===== src/hw/soc_map_pkg.sv =====
// SoC memory map and target/register encodings.
// L2 holds only L2_WORDS words, so the whole DRAM region aliases onto them.
package soc_map_pkg;

  localparam int unsigned ADDR_W = 64;

  //////////////////////////////////////////////////
  // Memory map
  //////////////////////////////////////////////////

  localparam logic [ADDR_W-1:0] DRAM_BASE = 64'h8000_0000;
  localparam logic [ADDR_W-1:0] DRAM_LEN  = 64'h4000_0000;
  localparam logic [ADDR_W-1:0] UART_BASE = 64'hC000_0000;
  localparam logic [ADDR_W-1:0] UART_LEN  = 64'h1000;
  localparam logic [ADDR_W-1:0] CTRL_BASE = 64'hD000_0000;
  localparam logic [ADDR_W-1:0] CTRL_LEN  = 64'h1000;

  // Word index comes from address bits 12:3
  localparam int unsigned L2_WORDS = 1024;
  localparam int unsigned L2_IDX_W = $clog2(L2_WORDS);

  typedef enum logic [1:0] {
    TGT_L2,
    TGT_UART,
    TGT_CTRL,
    TGT_NONE
  } target_e;

  // Offset bits 5:3, i.e. byte offsets 0x00, 0x08, 0x10, 0x18
  typedef enum logic [2:0] {
    REG_EXIT      = 3'd0,
    REG_HW_CNT_EN = 3'd1,
    REG_DRAM_BASE = 3'd2,
    REG_DRAM_END  = 3'd3
  } ctrl_reg_e;

endpackage


===== src/hw/soc_bus_pkg.sv =====
// Request/response bus and APB types.
// Needs soc_map_pkg compiled first for the address width.
package soc_bus_pkg;

  localparam int unsigned DATA_W     = 64;
  localparam int unsigned STRB_W     = DATA_W / 8;
  localparam int unsigned APB_DATA_W = 32;
  localparam int unsigned APB_ADDR_W = 32;

  typedef struct packed {
    logic                            req;
    logic                            we;
    logic [soc_map_pkg::ADDR_W-1:0]  addr;
    logic [DATA_W-1:0]               wdata;
    logic [STRB_W-1:0]               be;
  } bus_req_t;

  typedef struct packed {
    logic              gnt;
    logic              rvalid;
    logic              err;
    logic [DATA_W-1:0] rdata;
  } bus_rsp_t;

  // Offset is relative to the region base
  typedef struct packed {
    logic                  req;
    logic                  we;
    logic [APB_ADDR_W-1:0] offset;
    logic [DATA_W-1:0]     wdata;
    logic [STRB_W-1:0]     be;
  } tgt_req_t;

  typedef struct packed {
    logic                  psel;
    logic                  penable;
    logic                  pwrite;
    logic [APB_ADDR_W-1:0] paddr;
    logic [APB_DATA_W-1:0] pwdata;
  } apb_req_t;

  typedef struct packed {
    logic [APB_DATA_W-1:0] prdata;
    logic                  pready;
    logic                  pslverr;
  } apb_rsp_t;

  // Byte-enable merge of write data into an existing word
  function automatic logic [DATA_W-1:0] be_merge(input logic [DATA_W-1:0] old_d,
                                                 input logic [DATA_W-1:0] new_d,
                                                 input logic [STRB_W-1:0] be);
    logic [DATA_W-1:0] res;
    res = old_d;
    for (int b = 0; b < STRB_W; b++) begin
      if (be[b]) res[b*8 +: 8] = new_d[b*8 +: 8];
    end
    return res;
  endfunction

endpackage


===== src/hw/ctrl_regs.sv =====
// SoC control registers: exit code, counter enable, DRAM bounds.
// DRAM bounds are read-only, writes to them are dropped silently.
// Byte offsets 0x20 and up respond with err.
`timescale 1ns/1ns

module ctrl_regs (
  input  logic                           clk_i,
  input  logic                           rst_n_i,
  input  soc_bus_pkg::tgt_req_t          req_i,
  output soc_bus_pkg::bus_rsp_t          rsp_o,
  output logic [soc_bus_pkg::DATA_W-1:0] exit_o,
  output logic [soc_bus_pkg::DATA_W-1:0] hw_cnt_en_o
);

  soc_map_pkg::ctrl_reg_e         reg_sel;
  logic                           hit;
  logic [soc_bus_pkg::DATA_W-1:0] rd_val;
  logic [soc_bus_pkg::DATA_W-1:0] exit_q;
  logic [soc_bus_pkg::DATA_W-1:0] hw_cnt_en_q;
  logic [soc_bus_pkg::DATA_W-1:0] rdata_q;
  logic                           rvalid_q;
  logic                           err_q;

  assign reg_sel = soc_map_pkg::ctrl_reg_e'(req_i.offset[5:3]);
  assign hit     = (req_i.offset[soc_bus_pkg::APB_ADDR_W-1:5] == '0);

  always_comb begin
    case (reg_sel)
      soc_map_pkg::REG_EXIT:      rd_val = exit_q;
      soc_map_pkg::REG_HW_CNT_EN: rd_val = hw_cnt_en_q;
      soc_map_pkg::REG_DRAM_BASE: rd_val = soc_map_pkg::DRAM_BASE;
      soc_map_pkg::REG_DRAM_END:  rd_val = soc_map_pkg::DRAM_BASE + soc_map_pkg::DRAM_LEN;
      default:                    rd_val = '0;
    endcase
  end

  //////////////////////////////////////////////////
  // Register file
  //////////////////////////////////////////////////

  always_ff @(posedge clk_i) begin
    if (!rst_n_i) begin
      exit_q      <= '0;
      hw_cnt_en_q <= '0;
      rvalid_q    <= 1'b0;
      err_q       <= 1'b0;
    end else begin
      rvalid_q <= req_i.req;
      if (req_i.req) err_q <= !hit;
      if (req_i.req && req_i.we && hit) begin
        case (reg_sel)
          soc_map_pkg::REG_EXIT:
            exit_q <= soc_bus_pkg::be_merge(exit_q, req_i.wdata, req_i.be);
          soc_map_pkg::REG_HW_CNT_EN:
            hw_cnt_en_q <= soc_bus_pkg::be_merge(hw_cnt_en_q, req_i.wdata, req_i.be);
          default: ;
        endcase
      end
    end
  end

  // Zero data on writes and on misses
  always_ff @(posedge clk_i) begin
    if (req_i.req) rdata_q <= (req_i.we || !hit) ? '0 : rd_val;
  end

  assign rsp_o       = '{gnt: req_i.req, rvalid: rvalid_q, err: err_q, rdata: rdata_q};
  assign exit_o      = exit_q;
  assign hw_cnt_en_o = hw_cnt_en_q;

endmodule


===== config.mk =====
export PLATFORM = sky130hd
export DESIGN_NAME = ctrl_regs
export DESIGN_NICKNAME = d
export VERILOG_FILES = /design/src/hw/soc_map_pkg.sv /design/src/hw/soc_bus_pkg.sv /design/src/hw/ctrl_regs.sv
export SDC_FILE = /design/constraint.sdc
export NUM_CORES = 1
export LEC_CHECK = 0
export ABC_AREA = 1
export ABC_CLOCK_PERIOD_IN_PS = 1600
export BUFFER_PORTS_ARGS = -buffer_cell sky130_fd_sc_hd__buf_2
export CORE_MARGIN = 2
export CORE_UTILIZATION = 45
export DETAILED_ROUTE_END_ITERATION = 10
export PLACE_DENSITY = 0.83
export SETUP_SLACK_MARGIN = 0.02
export SLEW_MARGIN = 20
export SYNTH_ARGS = -nofsm -noshare
export SYNTH_HDL_FRONTEND = slang
export SYNTH_SLANG_ARGS = --single-unit

===== constraint.sdc =====
create_clock -name clk_i -period 1.6 [get_ports clk_i]
set_input_delay 0.32 -clock clk_i [delete_from_list [all_inputs] [get_ports clk_i]]
set_output_delay 0.32 -clock clk_i [all_outputs]
set_load 0.01 [all_outputs]

==> flow_summary.json, run 1 <==
{
  "status": "completed",
  "synth_flop_cell": "dfxtp_1",
  "synth_top_cell_area_share": 0.305,
  "dieWidth_um": 142,
  "yosysSeqAreaShare": 0.530,
  "start_kind": "input port",
  "layout.cells.non_filler": 1680,
  "htreeDepth": 4,
  "avgSynthCellArea_um2": 7.60,
  "drtAntennaViolNets": 0,
  "dp_cells": 1649,
  "syn2layout_area_growth_pct": 29.1,
  "grt_use_met1": 0.289,
  "p_leak_nw": 5.69,
  "fin_nets": 1542,
  "powerDensity_nw_per_um2": 898,
  "ys_seq_elements": 194,
  "overflow": 0,
  "clk_latency_ns": 0.43,
  "insertedDiodeCount": 0,
  "synth.distinct_cells": 22,
  "synth_nets": 1232,
  "synth_edf_count": 64,
  "synth_top_cells_by_count": "nand2_1, nor2_1, dfxtp_1, inv_1, a21oi_1",
  "antenna_found_initial": 0,
  "grtUsageTotal": 0.235,
  "fin_util": 0.592,
  "worst_pin_slew_ns": 0.404,
  "die-area_um2": 20100,
  "cts_max_path_buffers": 2,
  "portBuffers": 299,
  "finalCritPeriodShare": 0.842,
  "grtUsageMet2": 0.397,
  "core_um2": 18600,
  "initial_core_util": 0.458,
  "crit_arrival_ns": 1.71,
  "fillers": 1661,
  "worstPathRequired_ns": 1.96,
  "ioPinCount": 303,
  "ys_warn_count": 0,
  "cts_made_buffers": 17,
  "finalCriticalPeriod_ns": 1.35,
  "rsz0062_at_grt": "no",
  "critical_path_class": "in -> reg",
  "drc_errors": 0,
  "setup_ws_ns": 0.252,
  "ys_async_sr_fraction": 0,
  "cts.root.buffer_cell": "clkbuf_16",
  "hp-class": "in -> reg",
  "clock_sinks": 194,
  "cts_resized": 0,
  "place_congestion": 0.849,
  "drt-total-wl_um": 23600,
  "grt-busiest-layer": "met2",
  "finalSetupViolations": 0,
  "num_vias": 7999,
  "maxCapViolCount": 0,
  "path_clk_slew_ns": 0.08,
  "tritoncts": "yes",
  "slew_headroom": 0.731,
  "hold_viol": 0,
  "yosysMostFrequentCell": "nand2_1",
  "viasPerCell": 4.76,
  "layout-drive-gt1-share": 0.270,
  "synthCells": 1124,
  "critPathMaxFanout": 17,
  "post_cts_buffers": 0,
  "synth_top_cell_by_area": "dfxtp_1",
  "endpoint_kind": "flip-flop",
  "finClkSkew_ns": 0.00743,
  "die_h_um": 142,
  "grt_max_degree": 40,
  "vdd_drop_max_mv": 0.796,
  "num_rows": 50,
  "fmax_mhz": 742,
  "dp_hpwl_um": 16900,
  "multiInputGateArea_um2": 3090,
  "dp_slack_ns": -0.180,
  "grt_pass1_vias": 7610,
  "seqCellArea_um2": 4520,
  "netlist_area_um2": 8540,
  "grt_use_met3": 0.0547,
  "drt_iter0_markers": 406,
  "cts_hold_buffers": 0,
  "synthTopCellsByArea": "dfxtp_1, edfxtp_1, nand2_1",
  "drv_slew": 0,
  "wire_per_inst_um": 14.1,
  "first_pass_iters": 5,
  "grt_first_pass_wirelength_um": 37600
}
[sequential cells by signal (all words and copies together), names as in the netlist]
signal       cells
err_q            1
rvalid_q         1
rdata_q         64
exit_o          64
hw_cnt_en_o     64
[final timing paths]
kind / from / to / slack, ns / cells after the start
setup / recovery: req_i[92] / hw_cnt_en_o[11] / 0.25 / 12
hold / removal: req_i[69] / exit_o[61] / 0.12 / 3
setup reg to reg: hw_cnt_en_o[30] / rdata_q[30] / 0.61 / 4
hold reg to reg: exit_o[27] / exit_o[27] / 0.48 / 2
[layout by cell type (no fill, tap or decap)]
master,Yosys,routed
clkbuf_16,0,17
buf_4,13,34
dfxtp_1,130,130
clkinvlp_4,0,3
clkinv_4,0,5
buf_2,7,297
nand3_2,1,1
nor3_1,1,1
nor2_4,1,1
buf_12,1,16
edfxtp_1,64,64
nand4_1,15,15
inv_1,126,126
inv_8,0,4
a221oi_1,1,1
a21oi_1,73,73
nand2_2,1,1
bufinv_16,0,1
o21ai_0,1,1
inv_2,1,2
nand2_1,385,385
nand4_4,8,8
nor2_1,259,259
inv_6,0,1
[through the flow]
step	setup TNS [ns]	hold slack [ns]	power [mW]	area [um2]
floorplan	0	0.413	5.43	8540
global placement	-12.53	0.470	5.79	10500
detailed placement	-13.62	0.472	5.79	10500
CTS	0	0.111	10.0	11000
global route	0	0.122	10.2	11000
finish	0	0.124	9.90	11000
[area by class of cell]
type,instances,area share
Sequential cell,194,0.410
Multi-Input combinational cell,746,0.280
Timing Repair Buffer,347,0.187
Inverter,128,0.0436
Clock buffer,17,0.0386
Tap cell,234,0.0265
Clock inverter,14,0.0136
[metal layers]
metal  vias to the layer above  wire, um
li1                       4031         -
met3                        51      1600
met2                       296     11400
met5                         -         0
met1                      3621      9820
met4                         0       737
[worst max-delay path, cell delays in order]
cell and delay, ns:
buf_2 0.10, nor2_1 0.10, nand2_1 0.06, nor2_1 0.12
nand2_1 0.10, nor2_4 0.11, buf_12 0.16, buf_4 0.15
nand4_4 0.21, nand2_1 0.13, nand2_1 0.06, nor2_1 0.09
[power by group]
part           internal (mW)  leakage [nW]  switching [mW]
clock                   2.20         0.273            2.02
sequential              5.13          1.71          0.0151
combinational          0.215          3.71           0.323
[kinds of logic (layout without fill, tap and decap cells)]
logic type | Yosys count | count (layout) | synth area share
simple gates | 671 | 671 | 0.318
flops | 194 | 194 | 0.530
buf+inv | 184 | 506 | 0.108
compound gates | 75 | 75 | 0.0444
Power figures use the tool's default switching activity.
==> run 2, diff against run 1 <==
Settings changed: ABC_CLOCK_PERIOD_IN_PS 1600 to 1200.
Clock period 1.6 ns to 1.2 ns, I/O delays scaled along.
==> flow_summary.json, run 2 (synthesis gave the netlist of run 1 again) <==
{
  "status": "complete, but fails checks",
  "violations": "setup timing",
  "worstHoldPathCells": 3,
  "slew_headroom": 0.783,
  "wire_per_inst_um": 15.7,
  "core_um2": 18600,
  "worstPathRequired_ns": 1.56,
  "tritoncts": "yes",
  "die-area_um2": 20100,
  "grt_max_degree": 36,
  "cts_max_path_buffers": 2,
  "finalCriticalPeriod_ns": 1.34,
  "grtUsageTotal": 0.245,
  "grt_pass1_vias": 7931,
  "overflow": 0,
  "cts_made_buffers": 17,
  "hold_viol": 0,
  "critPathMaxFanout": 12,
  "seqCellArea_um2": 4690,
  "dieWidth_um": 142,
  "dp_cells": 1650,
  "ioPinCount": 303,
  "drt_iter0_markers": 493,
  "finalSetupViolations": 191,
  "fin_util": 0.686,
  "vdd_drop_max_mv": 0.950,
  "place_congestion": 0.817,
  "final_cell_mix": "nand2_1, buf_2, nor2_1",
  "hp-class": "in -> reg",
  "htreeDepth": 4,
  "syn2layout_area_growth_pct": 49.7,
  "setup_ws_ns": -0.145,
  "antenna_found_initial": 2,
  "final_common_cell": "nand2_1",
  "layout-drive-gt1-share": 0.474,
  "first_pass_iters": 5,
  "initial_core_util": 0.458,
  "worst_pin_slew_ns": 0.326,
  "finalCritPeriodShare": 1.12,
  "clk_latency_ns": 0.43,
  "die_h_um": 142,
  "rsz0062_at_grt": "yes",
  "cts.root.buffer_cell": "clkbuf_16",
  "num_rows": 50,
  "endpoint_kind": "flip-flop",
  "r2r_cells": 3,
  "cts_hold_buffers": 0,
  "critical_path_class": "in -> reg",
  "start_kind": "input port",
  "finClkSkew_ns": 0.00973,
  "holdWs_ns": 0.0417,
  "layout.cells.non_filler": 1739,
  "clock_sinks": 194,
  "fillers": 1361,
  "fin_nets": 1598,
  "drc_errors": 0,
  "p_leak_nw": 6.17,
  "dp_hpwl_um": 17500,
  "fmax_mhz": 744,
  "drtAntennaViolNets": 0,
  "multiInputGateArea_um2": 3750,
  "drt-total-wl_um": 27300,
  "tns_ns": -9.49,
  "grt_first_pass_wirelength_um": 38900,
  "num_vias": 8611,
  "maxCapViolCount": 0,
  "crit_arrival_ns": 1.71,
  "drv_slew": 0,
  "path_clk_slew_ns": 0.08,
  "powerDensity_nw_per_um2": 1050,
  "viasPerCell": 4.95,
  "portBuffers": 299
}
## run 2: path summary, 6_finish.rpt
kind / startpoint / slack [ns] / end
setup / recovery: req_i[93] / -0.14 / exit_o[13]
hold / removal: req_i[69] / 0.04 / exit_o[61]
setup reg to reg: exit_o[30] / 0.05 / rdata_q[30]
hold reg to reg: exit_o[28] / 0.51 / exit_o[28]
## run 2: through the flow
step	power, mW	cell area (um2)	setup slack, ns
2_1_floorplan	7.25	8870	-0.234
3_3_place_gp	7.75	10800	-0.508
3_5_place_dp	7.76	10800	-0.568
4_1_cts	13.5	11800	-0.0591
5_1_grt	13.8	12800	-0.162
6_report	13.4	12800	-0.145
## run 2: final cells by class
cell class | instances | area share
inverters | 128 | 0.0381
multi-input cells | 752 | 0.293
flip-flops and latches | 194 | 0.367
repair buffers | 397 | 0.233
well taps | 234 | 0.0229
clock buffers | 17 | 0.0333
clock inverters | 15 | 0.0130
diodes | 2 | 0.000391
## run 2: report_power, final
part / internal (mW) / switching, mW
sequential: 6.83 / 0.0226
clock: 2.97 / 2.78
combinational: 0.332 / 0.502
## run 2: layer usage
layer / routed length, um / vias to the layer above / track usage / share of wire
li1: - / 4181 / - / -
met1: 10500 / 3977 / 0.277 / 0.38
met2: 13700 / 384 / 0.430 / 0.50
met3: 2050 / 69 / 0.0645 / 0.075
met4: 1030 / 0 / 0.118 / 0.038
met5: 0 / - / 0 / 0
## run 2: timing repair
| item | CTS | global route |
|---|---|---|
| resized for setup | 143 | 151 |
| cloned | 2 | 9 |
| setup buffers | 14 | 30 |
| endpoints found under the setup margin | 329 | 326 |
| pin swaps | 0 | 21 |
## run 2: critical path, stage by stage
cell	delay, ns
buf_6	0.09
nor2_4	0.11
nand2_2	0.06
nor2_1	0.10
nand2_1	0.10
nor2_4	0.14
buf_12	0.13
clkbuf_16	0.17
nand4_4	0.13
buf_12	0.19
nand2_2	0.06
nand2_1	0.07
nor2_1	0.10
