## config.mk

```make
export PLATFORM = sky130hd
export DESIGN_NAME = uart_apb_bridge
export DESIGN_NICKNAME = d
export VERILOG_FILES = /design/src/hw/soc_map_pkg.sv /design/src/hw/soc_bus_pkg.sv /design/src/hw/uart_apb_bridge.sv
export SDC_FILE = /design/constraint.sdc
export NUM_CORES = 1
export LEC_CHECK = 0
export BUFFER_PORTS_ARGS = -buffer_cell sky130_fd_sc_hd__buf_2
export CAP_MARGIN = 30
export CORE_AREA = 2 2 108 110
export CTS_BUF_LIST = sky130_fd_sc_hd__clkbuf_16
export CTS_CLUSTER_DIAMETER = 60
export CTS_CLUSTER_SIZE = 30
export DETAILED_ROUTE_END_ITERATION = 12
export DIE_AREA = 0 0 110 112
export GPL_TIMING_DRIVEN = 1
export SLEW_MARGIN = 20
export SYNTH_ARGS = -nofsm -noshare
export SYNTH_HDL_FRONTEND = slang
export SYNTH_SLANG_ARGS = --single-unit
```

## constraint.sdc

```tcl
create_clock -name clk_i -period 1.4 [get_ports clk_i]
set_clock_uncertainty 0.15 [all_clocks]
set_input_delay 0.28 -clock clk_i [delete_from_list [all_inputs] [get_ports clk_i]]
set_output_delay 0.28 -clock clk_i [all_outputs]
set_load 0.05 [all_outputs]
```

## src/hw/soc_map_pkg.sv

```systemverilog
// SoC memory map and target/register encodings.
// L2 holds only L2_WORDS words, so the whole DRAM region aliases onto them.
package soc_map_pkg;

  localparam int unsigned ADDR_W = 64;

  //////////////////////////////////////////////////
  // Memory map
  //////////////////////////////////////////////////

  localparam logic [ADDR_W-1:0] DRAM_BASE = 64'h8000_0000;
  localparam logic [ADDR_W-1:0] DRAM_LEN  = 64'h4000_0000;
  localparam logic [ADDR_W-1:0] UART_BASE = 64'hC000_0000;
  localparam logic [ADDR_W-1:0] UART_LEN  = 64'h1000;
  localparam logic [ADDR_W-1:0] CTRL_BASE = 64'hD000_0000;
  localparam logic [ADDR_W-1:0] CTRL_LEN  = 64'h1000;

  // Word index comes from address bits 12:3
  localparam int unsigned L2_WORDS = 1024;
  localparam int unsigned L2_IDX_W = $clog2(L2_WORDS);

  typedef enum logic [1:0] {
    TGT_L2,
    TGT_UART,
    TGT_CTRL,
    TGT_NONE
  } target_e;

  // Offset bits 5:3, i.e. byte offsets 0x00, 0x08, 0x10, 0x18
  typedef enum logic [2:0] {
    REG_EXIT      = 3'd0,
    REG_HW_CNT_EN = 3'd1,
    REG_DRAM_BASE = 3'd2,
    REG_DRAM_END  = 3'd3
  } ctrl_reg_e;

endpackage

```

## src/hw/soc_bus_pkg.sv

```systemverilog
// Request/response bus and APB types.
// Needs soc_map_pkg compiled first for the address width.
package soc_bus_pkg;

  localparam int unsigned DATA_W     = 64;
  localparam int unsigned STRB_W     = DATA_W / 8;
  localparam int unsigned APB_DATA_W = 32;
  localparam int unsigned APB_ADDR_W = 32;

  typedef struct packed {
    logic                            req;
    logic                            we;
    logic [soc_map_pkg::ADDR_W-1:0]  addr;
    logic [DATA_W-1:0]               wdata;
    logic [STRB_W-1:0]               be;
  } bus_req_t;

  typedef struct packed {
    logic              gnt;
    logic              rvalid;
    logic              err;
    logic [DATA_W-1:0] rdata;
  } bus_rsp_t;

  // Offset is relative to the region base
  typedef struct packed {
    logic                  req;
    logic                  we;
    logic [APB_ADDR_W-1:0] offset;
    logic [DATA_W-1:0]     wdata;
    logic [STRB_W-1:0]     be;
  } tgt_req_t;

  typedef struct packed {
    logic                  psel;
    logic                  penable;
    logic                  pwrite;
    logic [APB_ADDR_W-1:0] paddr;
    logic [APB_DATA_W-1:0] pwdata;
  } apb_req_t;

  typedef struct packed {
    logic [APB_DATA_W-1:0] prdata;
    logic                  pready;
    logic                  pslverr;
  } apb_rsp_t;

  // Byte-enable merge of write data into an existing word
  function automatic logic [DATA_W-1:0] be_merge(input logic [DATA_W-1:0] old_d,
                                                 input logic [DATA_W-1:0] new_d,
                                                 input logic [STRB_W-1:0] be);
    logic [DATA_W-1:0] res;
    res = old_d;
    for (int b = 0; b < STRB_W; b++) begin
      if (be[b]) res[b*8 +: 8] = new_d[b*8 +: 8];
    end
    return res;
  endfunction

endpackage

```

## src/hw/uart_apb_bridge.sv

```systemverilog
// Target port to APB for the UART.
// Only the low 32 data bits travel; APB writes are always full words.
// APB address/data are taken straight from the held request.
`timescale 1ns/1ns

module uart_apb_bridge (
  input  logic                  clk_i,
  input  logic                  rst_n_i,
  input  soc_bus_pkg::tgt_req_t req_i,
  output soc_bus_pkg::bus_rsp_t rsp_o,
  output soc_bus_pkg::apb_req_t apb_req_o,
  input  soc_bus_pkg::apb_rsp_t apb_rsp_i
);

  typedef enum logic [1:0] {
    ST_IDLE,
    ST_SETUP,
    ST_ACCESS
  } state_e;

  state_e                         state_q;
  state_e                         state_d;
  logic                           gnt;
  logic                           rvalid_q;
  logic                           err_q;
  logic [soc_bus_pkg::DATA_W-1:0] rdata_q;

  //////////////////////////////////////////////////
  // APB phase FSM
  //////////////////////////////////////////////////

  always_comb begin
    state_d = state_q;
    gnt     = 1'b0;
    case (state_q)
      ST_IDLE: begin
        if (req_i.req) state_d = ST_SETUP;
      end
      ST_SETUP: state_d = ST_ACCESS;
      ST_ACCESS: begin
        if (apb_rsp_i.pready) begin
          gnt     = 1'b1;
          state_d = ST_IDLE;
        end
      end
      default: state_d = ST_IDLE;
    endcase
  end

  always_ff @(posedge clk_i) begin
    if (!rst_n_i) begin
      state_q  <= ST_IDLE;
      rvalid_q <= 1'b0;
      err_q    <= 1'b0;
    end else begin
      state_q  <= state_d;
      rvalid_q <= gnt;
      if (gnt) err_q <= apb_rsp_i.pslverr;
    end
  end

  // Read word zero-extended; writes and slave errors return zero
  always_ff @(posedge clk_i) begin
    if (gnt) begin
      rdata_q <= (req_i.we || apb_rsp_i.pslverr) ? '0 :
                 {{(soc_bus_pkg::DATA_W-soc_bus_pkg::APB_DATA_W){1'b0}}, apb_rsp_i.prdata};
    end
  end

  assign apb_req_o = '{psel:    state_q != ST_IDLE,
                       penable: state_q == ST_ACCESS,
                       pwrite:  req_i.we,
                       paddr:   req_i.offset,
                       pwdata:  req_i.wdata[soc_bus_pkg::APB_DATA_W-1:0]};

  assign rsp_o = '{gnt: gnt, rvalid: rvalid_q, err: err_q, rdata: rdata_q};

  // Address, direction and data held through the access phase
  a_apb_stable: assert property (@(posedge clk_i) disable iff (!rst_n_i)
    apb_req_o.penable |-> $stable(apb_req_o.paddr) && $stable(apb_req_o.pwrite) &&
                          $stable(apb_req_o.pwdata));

endmodule

```

==> results of run 1 <==
[synthesized netlist by cell type]
cell type and count:
nor2_2 1, nand2_1 3, buf_2 3, edfxtp_1 32
nor2_1 1, nor2b_1 1, and2b_2 1, buf_4 100
dfxtp_1 4, o21a_1 1, or2_2 1, and3b_2 1
conb_1 1, and2_1 33, mux2i_1 1, nor3b_1 1
[power breakdown]
group,total [uW],switching (uW),internal (uW),leakage (uW)
sequential,1200,6.75,1190,0.000342
clock,1010,370,637,0.0000709
combinational,421,325,96.1,0.000571
total,2620,702,1920,0.000983
[layout make-up]
type	instances	share of cell area (%)
Sequential cell	36	47.1
Timing Repair Buffer	79	20.1
Multi-Input combinational cell	77	18.7
Tap cell	143	8.08
Clock buffer	5	5.65
Clock inverter	2	0.395
[metal layers]
| metal | track usage [%] | part of all wire [%] |
|---|---|---|
| met5 | 0 | 0 |
| met4 | 7.93 | 7.9 |
| met1 | 4.61 | 30 |
| met3 | 2.52 | 19 |
| met2 | 9.53 | 43 |
[kinds of logic (layout without fill, tap and decap cells)]
kind of cell           Yosys count  in the layout
and+or+nand+nor                 43             43
AOI/OAI and AO/OA                1              1
buffers and inverters          103             86
other                            1             32
muxes                            1              1
DFF                             36             36
[final timing paths]
kind	startpoint	end	cells past startpoint
setup / recovery	state_q[0]	rsp_o[66]	2
hold / removal	req_i[105]	state_q[0]	3
setup reg to reg	state_q[0]	rdata_q[12]	3
hold reg to reg	err_q	err_q	2
[per-stage QoR]
stage	std cells	TNS [ns]	setup slack [ns]	power (uW)	cell area [sq um]
global route	342	-1.51	-0.107	2710	2210
CTS	340	-0.285	-0.129	2640	2190
finish	342	-0.432	-0.0854	2620	2210
floorplan	216	-0.0945	-0.0945	2100	2220
detailed placement	333	-9.52	-0.324	1620	2030
global placement	333	-7.98	-0.277	1620	2030
[state kept, by name, indices dropped and copies added, names as in the netlist]
| name | cells |
|---|---|
| rdata_q | 32 |
| state_q | 2 |
| err_q | 1 |
| rvalid_q | 1 |
[timing repair]
action | CTS | global route
resized for setup | 8 | 3
endpoints found under the setup margin | 35 | 3
buffers inserted | 0 | 2
[worst max-delay path, stage by stage (launching register included)]
cell     delay (ns)
dfxtp_2        0.33
and3b_4        0.31
buf_8          0.15
==> metrics.md, run 1 <==
| Metric | Value |
|---|---|
| Max Slew Vio Count | 0 |
| Multi-input logic area | 414 sq um |
| Fin Hold WS | 0.0656 ns |
| Gate Count Post-Synth | 185 |
| Crit end category | primary output |
| Post-synthesis compound-gate area fraction | 0.358% |
| Worst EP required | 0.97 ns |
| Startpoint types | flop |
| Clk Tree Root Cell | clkbuf_16 |
| Commonest non-fill, non-tap cells in the layout | buf_2, and2_1, conb_1, edfxtp_1, clkbuf_16 |
| Distinct cells, synth | 16 |
| CTS tree | done |
| Syn avg cell area | 11.3 sq um |
| Final wirelength | 4160 um |
| Gpl congestion | 0.680 |
| Worst-Skew Late Latency | 0.27 ns |
| Syn-to-layout area delta | 5.73% |
| CTS Hold Buffers Added | 0 |
| RSZ-0062 raised after global routing | true |
| HP Class | input port to flop |
| Clk buf depth | 2 |
| DRC | 0 |
| Global Route Usage Sum | 5.96% |
| YS warnings | 0 |
| Fin crit share | 106% |
| Max VDD drop | 0.641 mV |
| CTS sink cnt | 36 |
| Pin slew with the least headroom to its limit | 0.542 ns |
| Synth Area in XOR/XNOR | 0% |
| Clk pin slew, worst setup/hold paths | 0.05 ns |
| Endpoints failing hold | 0 |
| Share of post-route cells with drive strength above 1 | 45.7% |
| Simple-gate share of the synthesized area | 12.7% |
| Slew HR | 63.8% |
| Final min period | 1.49 ns |
| Post-DR wirelength/cell | 12.2 um |
| FP Rows | 39 |
| Outcome | complete, but fails checks |
| H-tree lvl count | 2 |
| NumNets Final | 341 |
| Die area | 0.0123 sq mm |
| Number of global-route vias before repair | 1006 |
| Initial antenna violation count | 0 |
| Initial Util | 18.7% |
| First-pass GRT wire length | 5310 um |
| Largest family of logic cells by synthesized area | buffers and inverters |
| Synthesized flop and latch total | 36 |
| Largest area contributor in the netlist | edfxtp_1 |
| Vias/cell | 3.22 |
| Final Util | 19.8% |
| Grt total ovfl | 0 |
| Antenna Nets Post-Route | 0 |
| 1st-iter DRT viols | 78 |
| Die height | 112 um |
| Crit-path max FO | 4 |
| CORE AREA | 0.0112 sq mm |
| ANT cells | 0 |
| Setup violations, final | 31 |
| Netlist Area Pre-Place | 0.00209 sq mm |
| Die width | 110 um |
| Final setup margin | -0.0854 ns |
| Worst Path Arrival | 1.06 ns |
| Dpl hpwl | 3260 um |
| Mux contribution to synthesized area | 0.478% |
| Area contributors post-synth | edfxtp_1, buf_4, and2_1 |
| Max Fclk | 673 MHz |
| Synth Area in Adders | 0% |
| Share of the synthesized area in the top cell type | 45.9% |
| Pin count of the biggest net entering global routing | 35 |
| Via count | 1102 |
| Most common cell after layout, fill and taps aside | buf_2 |
| Register area share after synthesis | 49.7% |
| Fill cell count | 1222 |
| Maxcap violations | 0 |
| Pwr Density | 1190 mW/mm^2 |
| Cts bufs inserted | 5 |
| Number of port buffers | 75 |
| DR pass1 iterations | 2 |
| Violations in the final reports | setup timing |
| Sequential cell area | 0.00104 sq mm |
| Critical path class | flop to primary output |
| Leak pwr | 0.000983 uW |
| R2r setup slk | -0.01 ns |
| Top Ports | 276 |
Note: power is estimated with default switching activity, not from simulation.
==> run 2, diff against run 1 <==
--- a/config.mk
+++ b/config.mk
@@ -14,6 +14,7 @@
 export DETAILED_ROUTE_END_ITERATION = 12
 export DIE_AREA = 0 0 110 112
 export GPL_TIMING_DRIVEN = 1
+export SETUP_SLACK_MARGIN = 0.4
 export SLEW_MARGIN = 20
 export SYNTH_ARGS = -nofsm -noshare
 export SYNTH_HDL_FRONTEND = slang
==> run 2 against run 1 <==
Against the previous run:
- the flow still finishes with violations (setup timing)
- power increased by 3.7%
- count of clock-buffer cells in the layout unchanged
- sequential share of layout area decreased by 6.5 points
- register-to-register slack got worse by 0.02 ns
- combinational power increased by 13%
- routed wire length increased by 12%
- first-iteration DRC count decreased by 67%
- sequential cell count unchanged
- core utilization increased by 3.3 points
- cell count increased by 2.0%
- non-clock buffer count increased by 5
- largest power group unchanged
==> metrics.md, run 2 (synthesis results as in run 1) <==
| Metric | Value |
|---|---|
| Gpl congestion | 0.632 (-6.9%) |
| Crit end category | primary output |
| Initial Util | 18.7% (unchanged) |
| HP Class | input port to flop |
| Hold_sp | req_i[105] |
| Syn-to-layout area delta | 23.3% |
| Clk pin slew, worst setup/hold paths | 0.05 ns (about the same) |
| First-pass GRT wire length | 6080 um (+14%) |
| Reg with most FFs | rdata_q |
| RSZ-0062 raised after global routing | true |
| Worst r2r src | state_q[0] |
| Max reg flops | 32 (unchanged) |
| Post-DR wirelength/cell | 13.4 um (+10%) |
| Leak pwr | 0.00110 uW (+12%) |
| Worst flop-to-flop path endpoint | rdata_q[31] |
| Clk buf depth | 2 (unchanged) |
| Worst EP required | 0.97 ns (about the same) |
| Die area | 0.0123 sq mm (unchanged) |
| Endpoints failing hold | 0 (unchanged) |
| Max Slew Vio Count | 0 (unchanged) |
| Top flop regs | rdata_q (32), state_q (2) |
| CTS tree | done |
| Maxcap violations | 0 (unchanged) |
| CTS sink cnt | 36 (unchanged) |
| R2R depth | 3 (unchanged) |
| Global Route Usage Sum | 6.78% (+0.81 points) |
| Max Fclk | 677 MHz (+0.55%) |
| Final Power | 2720 uW (+3.7%) |
| Max VDD drop | 0.637 mV (-0.62%) |
| Commonest non-fill, non-tap cells in the layout | buf_2, and2_1, buf_6 |
| Final Non-Filler Cells | 349 (+2.0%) |
| Share of post-route cells with drive strength above 1 | 49.0% (+3.3 points) |
| Critical path class | flop to primary output |
| Worst-Skew Late Latency | 0.27 ns (about the same) |
| Die width | 110 um (unchanged) |
| Final wirelength | 4680 um (+12%) |
| # placed instances | 334 (+0.30%) |
| DR pass1 iterations | 4 (+2) |
| Vias/cell | 3.27 (+1.5%) |
| Fin crit share | 106% (-0.58 points) |
| Crit-path max FO | 5 (+1) |
| Fin Hold WS | 0.0680 ns (+0.00245 ns) |
| CORE AREA | 0.0112 sq mm (unchanged) |
| Grt total ovfl | 0 (unchanged) |
| Hold Path Sink | state_q[0] |
| Worst Path Arrival | 1.05 ns (about the same) |
| Pin count of the biggest net entering global routing | 18 (-49%) |
| Violations in the final reports | setup timing |
| Top Ports | 276 (unchanged) |
| Clk Tree Root Cell | clkbuf_16 |
| Hold path cells | 3 (unchanged) |
| Initial antenna violation count | 0 (unchanged) |
| 1st-iter DRT viols | 26 (-67%) |
| Via count | 1141 (+3.5%) |
| Pwr Density | 1050 mW/mm^2 (-11%) |
| H-tree lvl count | 2 (unchanged) |
| Number of port buffers | 75 (unchanged) |
| ANT cells | 0 (unchanged) |
| Dpl hpwl | 3340 um (+2.3%) |
| CTS Hold Buffers Added | 0 (unchanged) |
| Fin area | 0.00258 sq mm (+17%) |
| Final min period | 1.48 ns (-0.00818 ns) |
| Startpoint types | flop |
| Setup violations, final | 26 (-16%) |
| R2r setup slk | -0.03 ns (-0.02 ns) |
| Antenna Nets Post-Route | 0 (unchanged) |
| Most common cell after layout, fill and taps aside | buf_2 |
| DRC | 0 (unchanged) |
| Number of global-route vias before repair | 1144 (+14%) |
| Placed cell area | 0.00204 sq mm (+0.43%) |
| Die height | 112 um (unchanged) |
| Outcome | complete, but fails checks |
| Setup TNS | -0.655 ns (-0.223 ns) |
| FP Rows | 39 (unchanged) |
| Cts bufs inserted | 5 (unchanged) |
| NumNets Final | 347 (+1.8%) |
| Final setup margin | -0.0772 ns (+0.00818 ns) |
-- run 2: routing by layer --
metal | global-route usage [%] | up-vias | wire (um)
li1 | - | 499 | -
met1 | 4.90 | 481 | 1260
met2 | 12.0 | 117 | 2340
met3 | 3.34 | 44 | 719
met4 | 6.75 | 0 | 364
met5 | 0 | - | 0
-- run 2: what timing repair did --
action,4_1_cts,5_1_grt
endpoints found under the setup margin,104,90
pin swaps,3,2
resized for setup,94,1
setup buffers,3,1
cloned,2,1
-- run 2: how the worst max path moves through the flow --
stage / startpoint / endpoint / slack [ns] / cells past startpoint
final: state_q[0] / rsp_o[66] / -0.08 / 2
after global routing: state_q[0] / rsp_o[66] / -0.10 / 2
after CTS: state_q[0] / rsp_o[66] / -0.09 / 2
after detailed placement: apb_rsp_i[0] / rdata_q[5] / -0.34 / 3
after global placement: apb_rsp_i[0] / rdata_q[13] / -0.31 / 3
after floorplan: state_q[0] / rsp_o[66] / -0.09 / 2
-- run 2: power breakdown --
group	internal, uW	leakage, uW	total, uW	switching [uW]
Combinational	140	0.000687	476	336
Clock	654	0.0000736	1050	392
Sequential	1190	0.000343	1200	10.5
-- run 2: area by class of cell --
type                    instances  area [sq um]
flip-flops and latches         36          1050
well taps                     143           179
clock inverters                 3          18.8
fillers                      1165          8590
repair buffers                 84           785
multi-input cells              78           427
clock buffers                   5           125
-- run 2: worst max-delay path: stages, from the launching register on --
cell and delay, ns:
dfxtp_2 0.33, and3b_4 0.30, buf_8 0.14
-- run 2: metrics by stage --
step	worst slack [ns]	utilization [%]
after floorplan	-0.0940	-
after global placement	-0.306	18.3
after detailed placement	-0.339	18.3
after CTS	-0.0851	22.7
after global routing	-0.105	23.1
final	-0.0772	23.1
