--- src/hw/soc_map_pkg.sv ---
// SoC memory map and target/register encodings.
// L2 holds only L2_WORDS words, so the whole DRAM region aliases onto them.
package soc_map_pkg;

  localparam int unsigned ADDR_W = 64;

  //////////////////////////////////////////////////
  // Memory map
  //////////////////////////////////////////////////

  localparam logic [ADDR_W-1:0] DRAM_BASE = 64'h8000_0000;
  localparam logic [ADDR_W-1:0] DRAM_LEN  = 64'h4000_0000;
  localparam logic [ADDR_W-1:0] UART_BASE = 64'hC000_0000;
  localparam logic [ADDR_W-1:0] UART_LEN  = 64'h1000;
  localparam logic [ADDR_W-1:0] CTRL_BASE = 64'hD000_0000;
  localparam logic [ADDR_W-1:0] CTRL_LEN  = 64'h1000;

  // Word index comes from address bits 12:3
  localparam int unsigned L2_WORDS = 1024;
  localparam int unsigned L2_IDX_W = $clog2(L2_WORDS);

  typedef enum logic [1:0] {
    TGT_L2,
    TGT_UART,
    TGT_CTRL,
    TGT_NONE
  } target_e;

  // Offset bits 5:3, i.e. byte offsets 0x00, 0x08, 0x10, 0x18
  typedef enum logic [2:0] {
    REG_EXIT      = 3'd0,
    REG_HW_CNT_EN = 3'd1,
    REG_DRAM_BASE = 3'd2,
    REG_DRAM_END  = 3'd3
  } ctrl_reg_e;

endpackage

--- src/hw/soc_bus_pkg.sv ---
// Request/response bus and APB types.
// Needs soc_map_pkg compiled first for the address width.
package soc_bus_pkg;

  localparam int unsigned DATA_W     = 64;
  localparam int unsigned STRB_W     = DATA_W / 8;
  localparam int unsigned APB_DATA_W = 32;
  localparam int unsigned APB_ADDR_W = 32;

  typedef struct packed {
    logic                            req;
    logic                            we;
    logic [soc_map_pkg::ADDR_W-1:0]  addr;
    logic [DATA_W-1:0]               wdata;
    logic [STRB_W-1:0]               be;
  } bus_req_t;

  typedef struct packed {
    logic              gnt;
    logic              rvalid;
    logic              err;
    logic [DATA_W-1:0] rdata;
  } bus_rsp_t;

  // Offset is relative to the region base
  typedef struct packed {
    logic                  req;
    logic                  we;
    logic [APB_ADDR_W-1:0] offset;
    logic [DATA_W-1:0]     wdata;
    logic [STRB_W-1:0]     be;
  } tgt_req_t;

  typedef struct packed {
    logic                  psel;
    logic                  penable;
    logic                  pwrite;
    logic [APB_ADDR_W-1:0] paddr;
    logic [APB_DATA_W-1:0] pwdata;
  } apb_req_t;

  typedef struct packed {
    logic [APB_DATA_W-1:0] prdata;
    logic                  pready;
    logic                  pslverr;
  } apb_rsp_t;

  // Byte-enable merge of write data into an existing word
  function automatic logic [DATA_W-1:0] be_merge(input logic [DATA_W-1:0] old_d,
                                                 input logic [DATA_W-1:0] new_d,
                                                 input logic [STRB_W-1:0] be);
    logic [DATA_W-1:0] res;
    res = old_d;
    for (int b = 0; b < STRB_W; b++) begin
      if (be[b]) res[b*8 +: 8] = new_d[b*8 +: 8];
    end
    return res;
  endfunction

endpackage

--- src/hw/soc_xbar.sv ---
// Single-master router for the req/gnt/rvalid bus.
// Responses arrive exactly one cycle after the grant, so one pending slot is enough.
// Unmapped addresses are granted at once and answered with err.
`timescale 1ns/1ns

module soc_xbar (
  input  logic                  clk_i,
  input  logic                  rst_n_i,
  input  soc_bus_pkg::bus_req_t bus_req_i,
  output soc_bus_pkg::bus_rsp_t bus_rsp_o,
  output soc_bus_pkg::tgt_req_t l2_req_o,
  output soc_bus_pkg::tgt_req_t uart_req_o,
  output soc_bus_pkg::tgt_req_t ctrl_req_o,
  input  soc_bus_pkg::bus_rsp_t l2_rsp_i,
  input  soc_bus_pkg::bus_rsp_t uart_rsp_i,
  input  soc_bus_pkg::bus_rsp_t ctrl_rsp_i
);

  function automatic soc_map_pkg::target_e decode(
    input logic [soc_map_pkg::ADDR_W-1:0] addr
  );
    if (addr >= soc_map_pkg::DRAM_BASE &&
        addr < soc_map_pkg::DRAM_BASE + soc_map_pkg::DRAM_LEN) return soc_map_pkg::TGT_L2;
    if (addr >= soc_map_pkg::UART_BASE &&
        addr < soc_map_pkg::UART_BASE + soc_map_pkg::UART_LEN) return soc_map_pkg::TGT_UART;
    if (addr >= soc_map_pkg::CTRL_BASE &&
        addr < soc_map_pkg::CTRL_BASE + soc_map_pkg::CTRL_LEN) return soc_map_pkg::TGT_CTRL;
    return soc_map_pkg::TGT_NONE;
  endfunction

  soc_map_pkg::target_e             tgt;
  soc_map_pkg::target_e             pend_tgt_q;
  logic                             pend_valid_q;
  logic [soc_map_pkg::ADDR_W-1:0]   base;
  logic [soc_map_pkg::ADDR_W-1:0]   off_full;
  logic                             gnt;
  soc_bus_pkg::tgt_req_t            fwd;
  soc_bus_pkg::bus_rsp_t            pend_rsp;

  //////////////////////////////////////////////////
  // Decode and request steering
  //////////////////////////////////////////////////

  assign tgt = decode(bus_req_i.addr);

  always_comb begin
    case (tgt)
      soc_map_pkg::TGT_L2:   base = soc_map_pkg::DRAM_BASE;
      soc_map_pkg::TGT_UART: base = soc_map_pkg::UART_BASE;
      soc_map_pkg::TGT_CTRL: base = soc_map_pkg::CTRL_BASE;
      default:               base = '0;
    endcase
  end

  assign off_full = bus_req_i.addr - base;

  assign fwd = '{req:    1'b0,
                 we:     bus_req_i.we,
                 offset: off_full[soc_bus_pkg::APB_ADDR_W-1:0],
                 wdata:  bus_req_i.wdata,
                 be:     bus_req_i.be};

  always_comb begin
    l2_req_o       = fwd;
    uart_req_o     = fwd;
    ctrl_req_o     = fwd;
    l2_req_o.req   = bus_req_i.req && (tgt == soc_map_pkg::TGT_L2);
    uart_req_o.req = bus_req_i.req && (tgt == soc_map_pkg::TGT_UART);
    ctrl_req_o.req = bus_req_i.req && (tgt == soc_map_pkg::TGT_CTRL);
  end

  // Grant comes from the addressed target, or at once for a decode miss
  always_comb begin
    case (tgt)
      soc_map_pkg::TGT_L2:   gnt = l2_rsp_i.gnt;
      soc_map_pkg::TGT_UART: gnt = uart_rsp_i.gnt;
      soc_map_pkg::TGT_CTRL: gnt = ctrl_rsp_i.gnt;
      default:               gnt = bus_req_i.req;
    endcase
  end

  //////////////////////////////////////////////////
  // Response routing
  //////////////////////////////////////////////////

  always_ff @(posedge clk_i) begin
    if (!rst_n_i) begin
      pend_valid_q <= 1'b0;
      pend_tgt_q   <= soc_map_pkg::TGT_NONE;
    end else begin
      pend_valid_q <= gnt;
      if (gnt) pend_tgt_q <= tgt;
    end
  end

  always_comb begin
    case (pend_tgt_q)
      soc_map_pkg::TGT_L2:   pend_rsp = l2_rsp_i;
      soc_map_pkg::TGT_UART: pend_rsp = uart_rsp_i;
      soc_map_pkg::TGT_CTRL: pend_rsp = ctrl_rsp_i;
      // Decode error answered locally
      default: pend_rsp = '{gnt: 1'b0, rvalid: 1'b1, err: 1'b1, rdata: '0};
    endcase
  end

  assign bus_rsp_o = '{gnt:    gnt,
                       rvalid: pend_valid_q && pend_rsp.rvalid,
                       err:    pend_rsp.err,
                       rdata:  pend_rsp.rdata};

  // Targets must not answer outside the slot opened by a grant
  a_rvalid_after_gnt: assert property (@(posedge clk_i) disable iff (!rst_n_i)
    (l2_rsp_i.rvalid || uart_rsp_i.rvalid || ctrl_rsp_i.rvalid) |-> $past(gnt));

endmodule

--- config.mk ---
export PLATFORM = sky130hd
export DESIGN_NAME = soc_xbar
export DESIGN_NICKNAME = d
export VERILOG_FILES = /design/src/hw/soc_map_pkg.sv /design/src/hw/soc_bus_pkg.sv /design/src/hw/soc_xbar.sv
export SDC_FILE = /design/constraint.sdc
export NUM_CORES = 1
export LEC_CHECK = 0
export BUFFER_PORTS_ARGS = -buffer_cell sky130_fd_sc_hd__buf_2
export CORE_AREA = 2 2 287 289
export CTS_BUF_LIST = sky130_fd_sc_hd__clkbuf_2 sky130_fd_sc_hd__clkbuf_4 sky130_fd_sc_hd__clkbuf_8
export CTS_CLUSTER_DIAMETER = 80
export DETAILED_ROUTE_END_ITERATION = 8
export DIE_AREA = 0 0 289 291
export GPL_TIMING_DRIVEN = 1
export PLACE_DENSITY_LB_ADDON = 0.3
export SLEW_MARGIN = 20
export SYNTH_ARGS = -nofsm -noshare
export SYNTH_HDL_FRONTEND = slang
export SYNTH_SLANG_ARGS = --single-unit
--- constraint.sdc ---
create_clock -name clk_i -period 4.5 [get_ports clk_i]
set_input_delay 0.9 -clock clk_i [delete_from_list [all_inputs] [get_ports clk_i]]
set_output_delay 0.9 -clock clk_i [all_outputs]
set_load 0.02 [all_outputs]
==> flow_metrics.tcl, run 1 <==
set metrics [dict create \
    htreeDepth 1 \
    grt_usage_pct 4.86 \
    worstPathRequired_ps 3600 \
    post-route-period-util_pct 97.3 \
    area_delta_synth_final_pct 24.4 \
    synth_edf_count 0 \
    critPathKind "in2out" \
    clkSlewWorstSetupHoldPaths_ps 30 \
    final_area_um2 5250 \
    rows 105 \
    critPathArrivalTime_ps 3480 \
    ir_worst_vdd_uv 99.4 \
    ant_nets 0 \
    via_count 3930 \
    die_area_um2 84100 \
    crit_end "uart_req_o[102]" \
    grt_max_degree 58 \
    crit_fanout 3 \
    core_um2 81200 \
    postCtsSetupRepairBufs 0 \
    ctsHoldBuffers 0 \
    via_per_inst 2.26 \
    r2r_cells 3 \
    numCtsBuffers 3 \
    yosysTopAreaCell "buf_4" \
    crit_path_start_kind "input pin" \
    cts_root_buffer "clkbuf_8" \
    synthArstFlopShare_pct 0 \
    synth.yosys.warnings 0 \
    numPortBuffers 385 \
    initial_core_util_pct 5.19 \
    syn_nets 943 \
    final_cell_mix "buf_2, nand2_1, mux2i_1, o21ai_1, buf_4" \
    clock-sinks 3 \
    maxCapViolCount 0 \
    holdWs_ps 782 \
    final_util_pct 6.46 \
    synthesis.area_um2 4220 \
    dp_hpwl_mm 19.5 \
    r2r-start "pend_tgt_q[0]" \
    dpl_cell_area_um2 5180 \
    worstSetupStartpoint "bus_req_i[86]" \
    firstDrtPassIters 4 \
    grt_first_pass_wirelength_mm 28.9 \
    slew_viol_final 0 \
    layout-drive-gt1-share_pct 62.7 \
    first_iter_violations 78 \
    layout_commonest_cell "buf_2" \
    wire_per_inst_um 12.9 \
    end_kind "output pin" \
    hp-class "reg2reg" \
    fin_nets 1016 \
    netlist_instances 595 \
    fmax_mhz 228 \
    cts_tree "done" \
    finClkSkew_ps 0 \
    finalSetupViolCount 0 \
    tightest_slew_ps 737 \
    grt_overflow 0 \
    r2r_setup_slack_ps 3060 \
    synth_top_area_share_pct 55.5 \
    gp_congestion 0.779 \
    min_period_ps 4380 \
    cts_buffer_depth 2 \
    rsz0062_at_grt "no" \
    netlist_top_cells_area "buf_4, mux2i_1, o21ai_1" \
    grt_pass1_vias 4104 \
    r2r-end "pend_tgt_q[0]" \
    drcViolationCount 0 \
    finalSetupTns_ps 0 \
    antenna_found_initial 17 \
    hold_violations 0 \
    p_per_area_nw_per_um2 95.5 \
    clk_latency_ps 210 \
    ios 726 \
    status "finished clean" \
    synth-seq-area-share_pct 1.42 \
    synth_cell_types 37 \
    syn_area_per_cell_um2 7.09 \
    wl_mm 22.4 \
    p_leak_nw 2.67 \
    slew_headroom_pct 50.9 \
    die_h_um 291 \
    synth-seq-cells 3 \
    dieWidth_um 289 \
    ys.flop_type "dfxtp_1" \
]
cells in the mapped netlist, types with 2 or more instances:
cell type / number
and2_1: 6
buf_2: 15
buf_4: 312
clkbuf_1: 5
dfxtp_1: 3
ha_1: 7
inv_1: 5
inv_2: 2
mux2_1: 2
mux2i_1: 64
nand2_1: 73
nor2_1: 2
nor3_1: 2
nor4_1: 7
nor4_2: 2
o2111ai_1: 2
o21ai_1: 64
o31ai_1: 2
xnor2_1: 2
where the power goes:
group	total (mW)	leakage (nW)	switching (mW)	internal (mW)
combinational	0.378	2.62	0.210	0.169
sequential	0.0408	0.0247	0.0133	0.0275
clock	0.0816	0.0262	0.0154	0.0662
worst max-delay path, cell delays in order:
cell and delay (ps):
buf_2 100, nor3_1 340, buf_4 170, nand3_1 100, buf_4 180, o31ai_1 300
and2_1 210, ha_1 230, inv_1 60, ha_1 240, buf_4 140, xnor2_1 180
buf_4 160, buf_2 160
repair_timing:
| action | in CTS | in global routing |
|---|---|---|
| hold endpoints to repair | 0 | 0 |
| endpoints found under the setup margin | 0 | 3 |
| gates resized for setup | 0 | 1 |
metal layers:
layer	vias up	routed length, um	GRT usage [%]
met5	-	55	0
met4	8	1600	3.11
met3	134	3050	2.00
met2	436	10100	8.41
met1	1560	7630	4.76
li1	1792	-	-
layout make-up:
| cell class | instances | area [um2] |
|---|---|---|
| timing repair buffer | 402 | 2070 |
| clock buffer | 4 | 48.8 |
| sequential | 3 | 67.6 |
| inverter | 7 | 26.3 |
| fill | 9680 | 75900 |
| antenna | 4 | 10.0 |
| tap | 1070 | 1340 |
| multi-input combinational | 251 | 1690 |
per-stage QoR:
step | power (mW) | instances | setup WS (ps)
after global placement | 0.430 | 1733 | 153
after floorplan | 0.573 | 595 | 548
after global routing | 0.545 | 1740 | 0.538
after CTS | 0.514 | 1737 | 58.6
final | 0.501 | 1741 | 122
after detailed placement | 0.428 | 1733 | 67.5
flip-flops by register name, indices dropped and copies added, names as in the netlist:
name / count
pend_tgt_q: 2
pend_valid_q: 1
worst min-delay path by stage:
| stage | depth (start not counted) | from | endpoint | slack [ps] |
|---|---|---|---|---|
| after floorplan | 3 | pend_tgt_q[1] | pend_tgt_q[1] | 710 |
| after global placement | 2 | pend_tgt_q[1] | pend_tgt_q[1] | 850 |
| after detailed placement | 2 | pend_tgt_q[1] | pend_tgt_q[1] | 830 |
| after CTS | 2 | pend_tgt_q[1] | pend_tgt_q[1] | 850 |
| after global routing | 2 | pend_tgt_q[1] | pend_tgt_q[1] | 910 |
| final | 2 | pend_tgt_q[1] | pend_tgt_q[1] | 780 |
cells by family (layout without fill, tap and decap cells):
group,after synthesis,after routing,synth area share [%]
adder cells (fa/ha/maj),7,7,2.08
flip-flops,3,3,1.42
AO/OA/AOI/OAI,74,74,9.79
other,0,4,0
multiplexers,67,67,16.1
buffers and inverters,341,413,58.8
XOR/XNOR,3,3,0.623
AND/OR/NAND/NOR,100,100,11.2
(Power assumes the default switching activity.)
==> run 2, diff against run 1 <==
Settings changed: ABC_AREA from default to 1, CORE_AREA 2 2 287 289 to 2 2 280 282, DIE_AREA 0 0 289 291 to 0 0 282 284, SETUP_SLACK_MARGIN from default to 0.05.
==> run 2 against run 1 <==
Sequential power shrank 19%. Global-route usage shrank 0.33 points. Critical path depth grew 2. Total power shrank 2.1%. Critical endpoint is now ctrl_req_o[103]. Non-clock buffer count shrank 5. Die area shrank 4.8%. Worst setup slack gained 250 ps. Highest routed layer unchanged. Clock-buffer cell count is the same. Via count grew 8.5%. Clock power grew 3.1%. Maximum frequency grew 6.0%.
==> flow_metrics.tcl, run 2 <==
set metrics [dict create \
    yosysTopAreaCell "buf_4" \
    dieWidth_um 282 \
    cts_root_buffer "clkbuf_8" \
    area_delta_synth_final_pct 24.4 \
    syn_nets 1053 \
    placedCellCount 1809 \
    status "finished clean" \
    htreeDepth 1 \
    grt_usage_pct 4.52 \
    r2r-end "pend_tgt_q[0]" \
    largest_reg_flops 2 \
    syn_area_per_cell_um2 5.81 \
    clk_latency_ps 210 \
    cts_tree "done" \
    reg.largest.list "pend_tgt_q (2), pend_valid_q (1)" \
    hold_violations 0 \
    r2r_cells 2 \
    finalSetupViolCount 0 \
    core_um2 77000 \
    synthArstFlopShare_pct 0 \
    holdCritStartpoint "pend_tgt_q[1]" \
    critPathArrivalTime_ps 3230 \
    post-route-period-util_pct 91.8 \
    maxCapViolCount 0 \
    crit_path_start_kind "input pin" \
    firstDrtPassIters 5 \
    synth.yosys.warnings 0 \
    antenna_found_initial 9 \
    hp-class "reg2reg" \
    p_total_uw 490 \
    cts_buffer_depth 2 \
    via_count 4263 \
    dp_hpwl_mm 18.6 \
    ios 726 \
    final_area_um2 5100 \
    final_cell_mix "buf_2, nand2_1, nand3_1, nor2_1, inv_1" \
    slew_headroom_pct 42.0 \
    crit_fanout 3 \
    synthTopCellsByCount "buf_4, nand2_1, nand3_1" \
    synthesis.area_um2 4100 \
    rows 102 \
    r2r-start "pend_tgt_q[0]" \
    ant_nets 0 \
    netlist_top_cells_area "buf_4, nand2_1, nand3_1" \
    netlist_instances 705 \
    finClkSkew_ps 0 \
    end_kind "output pin" \
    first_iter_violations 117 \
    holdWs_ps 742 \
    wire_per_inst_um 11.6 \
    grt_overflow 0 \
    gp_congestion 0.703 \
    yosysMostFrequentCell "buf_4" \
    fin_cells 1818 \
    numCtsBuffers 3 \
    layout-drive-gt1-share_pct 53.5 \
    slew_viol_final 0 \
    clock-sinks 3 \
    initial_core_util_pct 5.33 \
    fin_nets 1123 \
    die_h_um 284 \
    die_area_um2 80100 \
    wl_mm 21.0 \
    drcViolationCount 0 \
    min_period_ps 4130 \
    whs_path_depth 2 \
    synth-seq-cells 3 \
    via_per_inst 2.34 \
    grt_first_pass_wirelength_mm 26.0 \
    ir_worst_vdd_uv 58.0 \
    p_leak_nw 2.53 \
    synth-seq-area-share_pct 1.47 \
    final_util_pct 6.63 \
    worstPathRequired_ps 3600 \
    r2r_setup_slack_ps 3470 \
    rsz0062_at_grt "no" \
    p_per_area_nw_per_um2 96.1 \
    critPathKind "in2out" \
    ctsHoldBuffers 0 \
    ys.flop_type "dfxtp_1" \
    grt_pass1_vias 4183 \
    tightest_slew_ps 868 \
    synth_edf_count 0 \
    regMostFlops "pend_tgt_q" \
    synth_top_area_share_pct 58.4 \
    min_to "pend_tgt_q[1]" \
    synth_cell_types 19 \
    layout_commonest_cell "buf_2" \
    clkSlewWorstSetupHoldPaths_ps 30 \
    grt_max_degree 54 \
    dpl_cell_area_um2 5000 \
    fmax_mhz 242 \
    numPortBuffers 385 \
]
[run 2: cell count changes after synthesis, sizes merged, moves of 3 or more]
cell	change
nand2	+156
nand3	+69
mux2i	-65
o21ai	-62
nor2	+33
inv	+10
nor4	-10
and2	-6
clkbuf	-3
[run 2: cells by family after synthesis]
family	count (synthesis)	synth area share (%)
XOR/XNOR	3	0.641
adder cells (fa/ha/maj)	7	2.14
AND/OR/NAND/NOR	337	33.5
AO/OA/AOI/OAI	6	0.763
flip-flops	3	1.47
buffers and inverters	349	61.5
[run 2: worst max path at each step]
stage / endpoint / cells after the start / startpoint / slack [ps]
after floorplan: l2_req_o[103] / 12 / bus_req_i[94] / 620
after global placement: uart_req_o[102] / 15 / bus_req_i[124] / -220
after detailed placement: l2_req_o[102] / 15 / bus_req_i[124] / -190
after CTS: l2_req_o[102] / 15 / bus_req_i[124] / 70
after global routing: l2_req_o[102] / 16 / bus_req_i[134] / 100
final: ctrl_req_o[103] / 16 / bus_req_i[126] / 370
[run 2: routing by layer]
layer,up-vias,track usage (%),part of all wire (%)
met4,2,2.53,5.4
li1,1990,-,-
met2,449,7.43,43
met3,78,2.17,15
met1,1744,4.66,37
met5,-,0.611,0.30
[run 2: timing repair]
item                                    4_1_cts  5_1_grt
pin swaps                                     0        1
buffers inserted                              0        1
endpoints found under the setup margin        9        6
resized for setup                             2        6
[run 2: metrics by stage]
stage / setup slack [ps] / setup TNS (ps)
final: 368 / 0
after global routing: 99.1 / 0
after CTS: 74.1 / 0
after detailed placement: -191 / -1040
after global placement: -220 / -1280
after floorplan: 621 / 0
[run 2: cell type report]
| cell class | count | area, um2 |
|---|---|---|
| Sequential cell | 3 | 60.1 |
| Fill cell | 9272 | 71900 |
| Clock buffer | 4 | 48.8 |
| Multi-Input combinational cell | 353 | 1560 |
| Tap cell | 1040 | 1300 |
| Antenna cell | 4 | 10.0 |
| Inverter | 17 | 63.8 |
| Timing Repair Buffer | 397 | 2050 |
[run 2: worst max-delay path, stage by stage]
cell     delay (ps)
buf_2           110
nor2_1          150
buf_4           150
nand2_1          50
nor2_1          100
nand2_1         140
nor2_4          150
buf_4           130
nand3_2          70
inv_1            80
ha_1            220
inv_1            50
ha_1            260
a21oi_2         190
xor2_2          240
buf_2           210
[run 2: where the power goes]
group | leakage, nW | internal [mW] | switching, mW | total, mW
Sequential | 0.0249 | 0.0282 | 0.00497 | 0.0331
Clock | 0.0262 | 0.0664 | 0.0177 | 0.0841
Combinational | 2.48 | 0.154 | 0.219 | 0.373
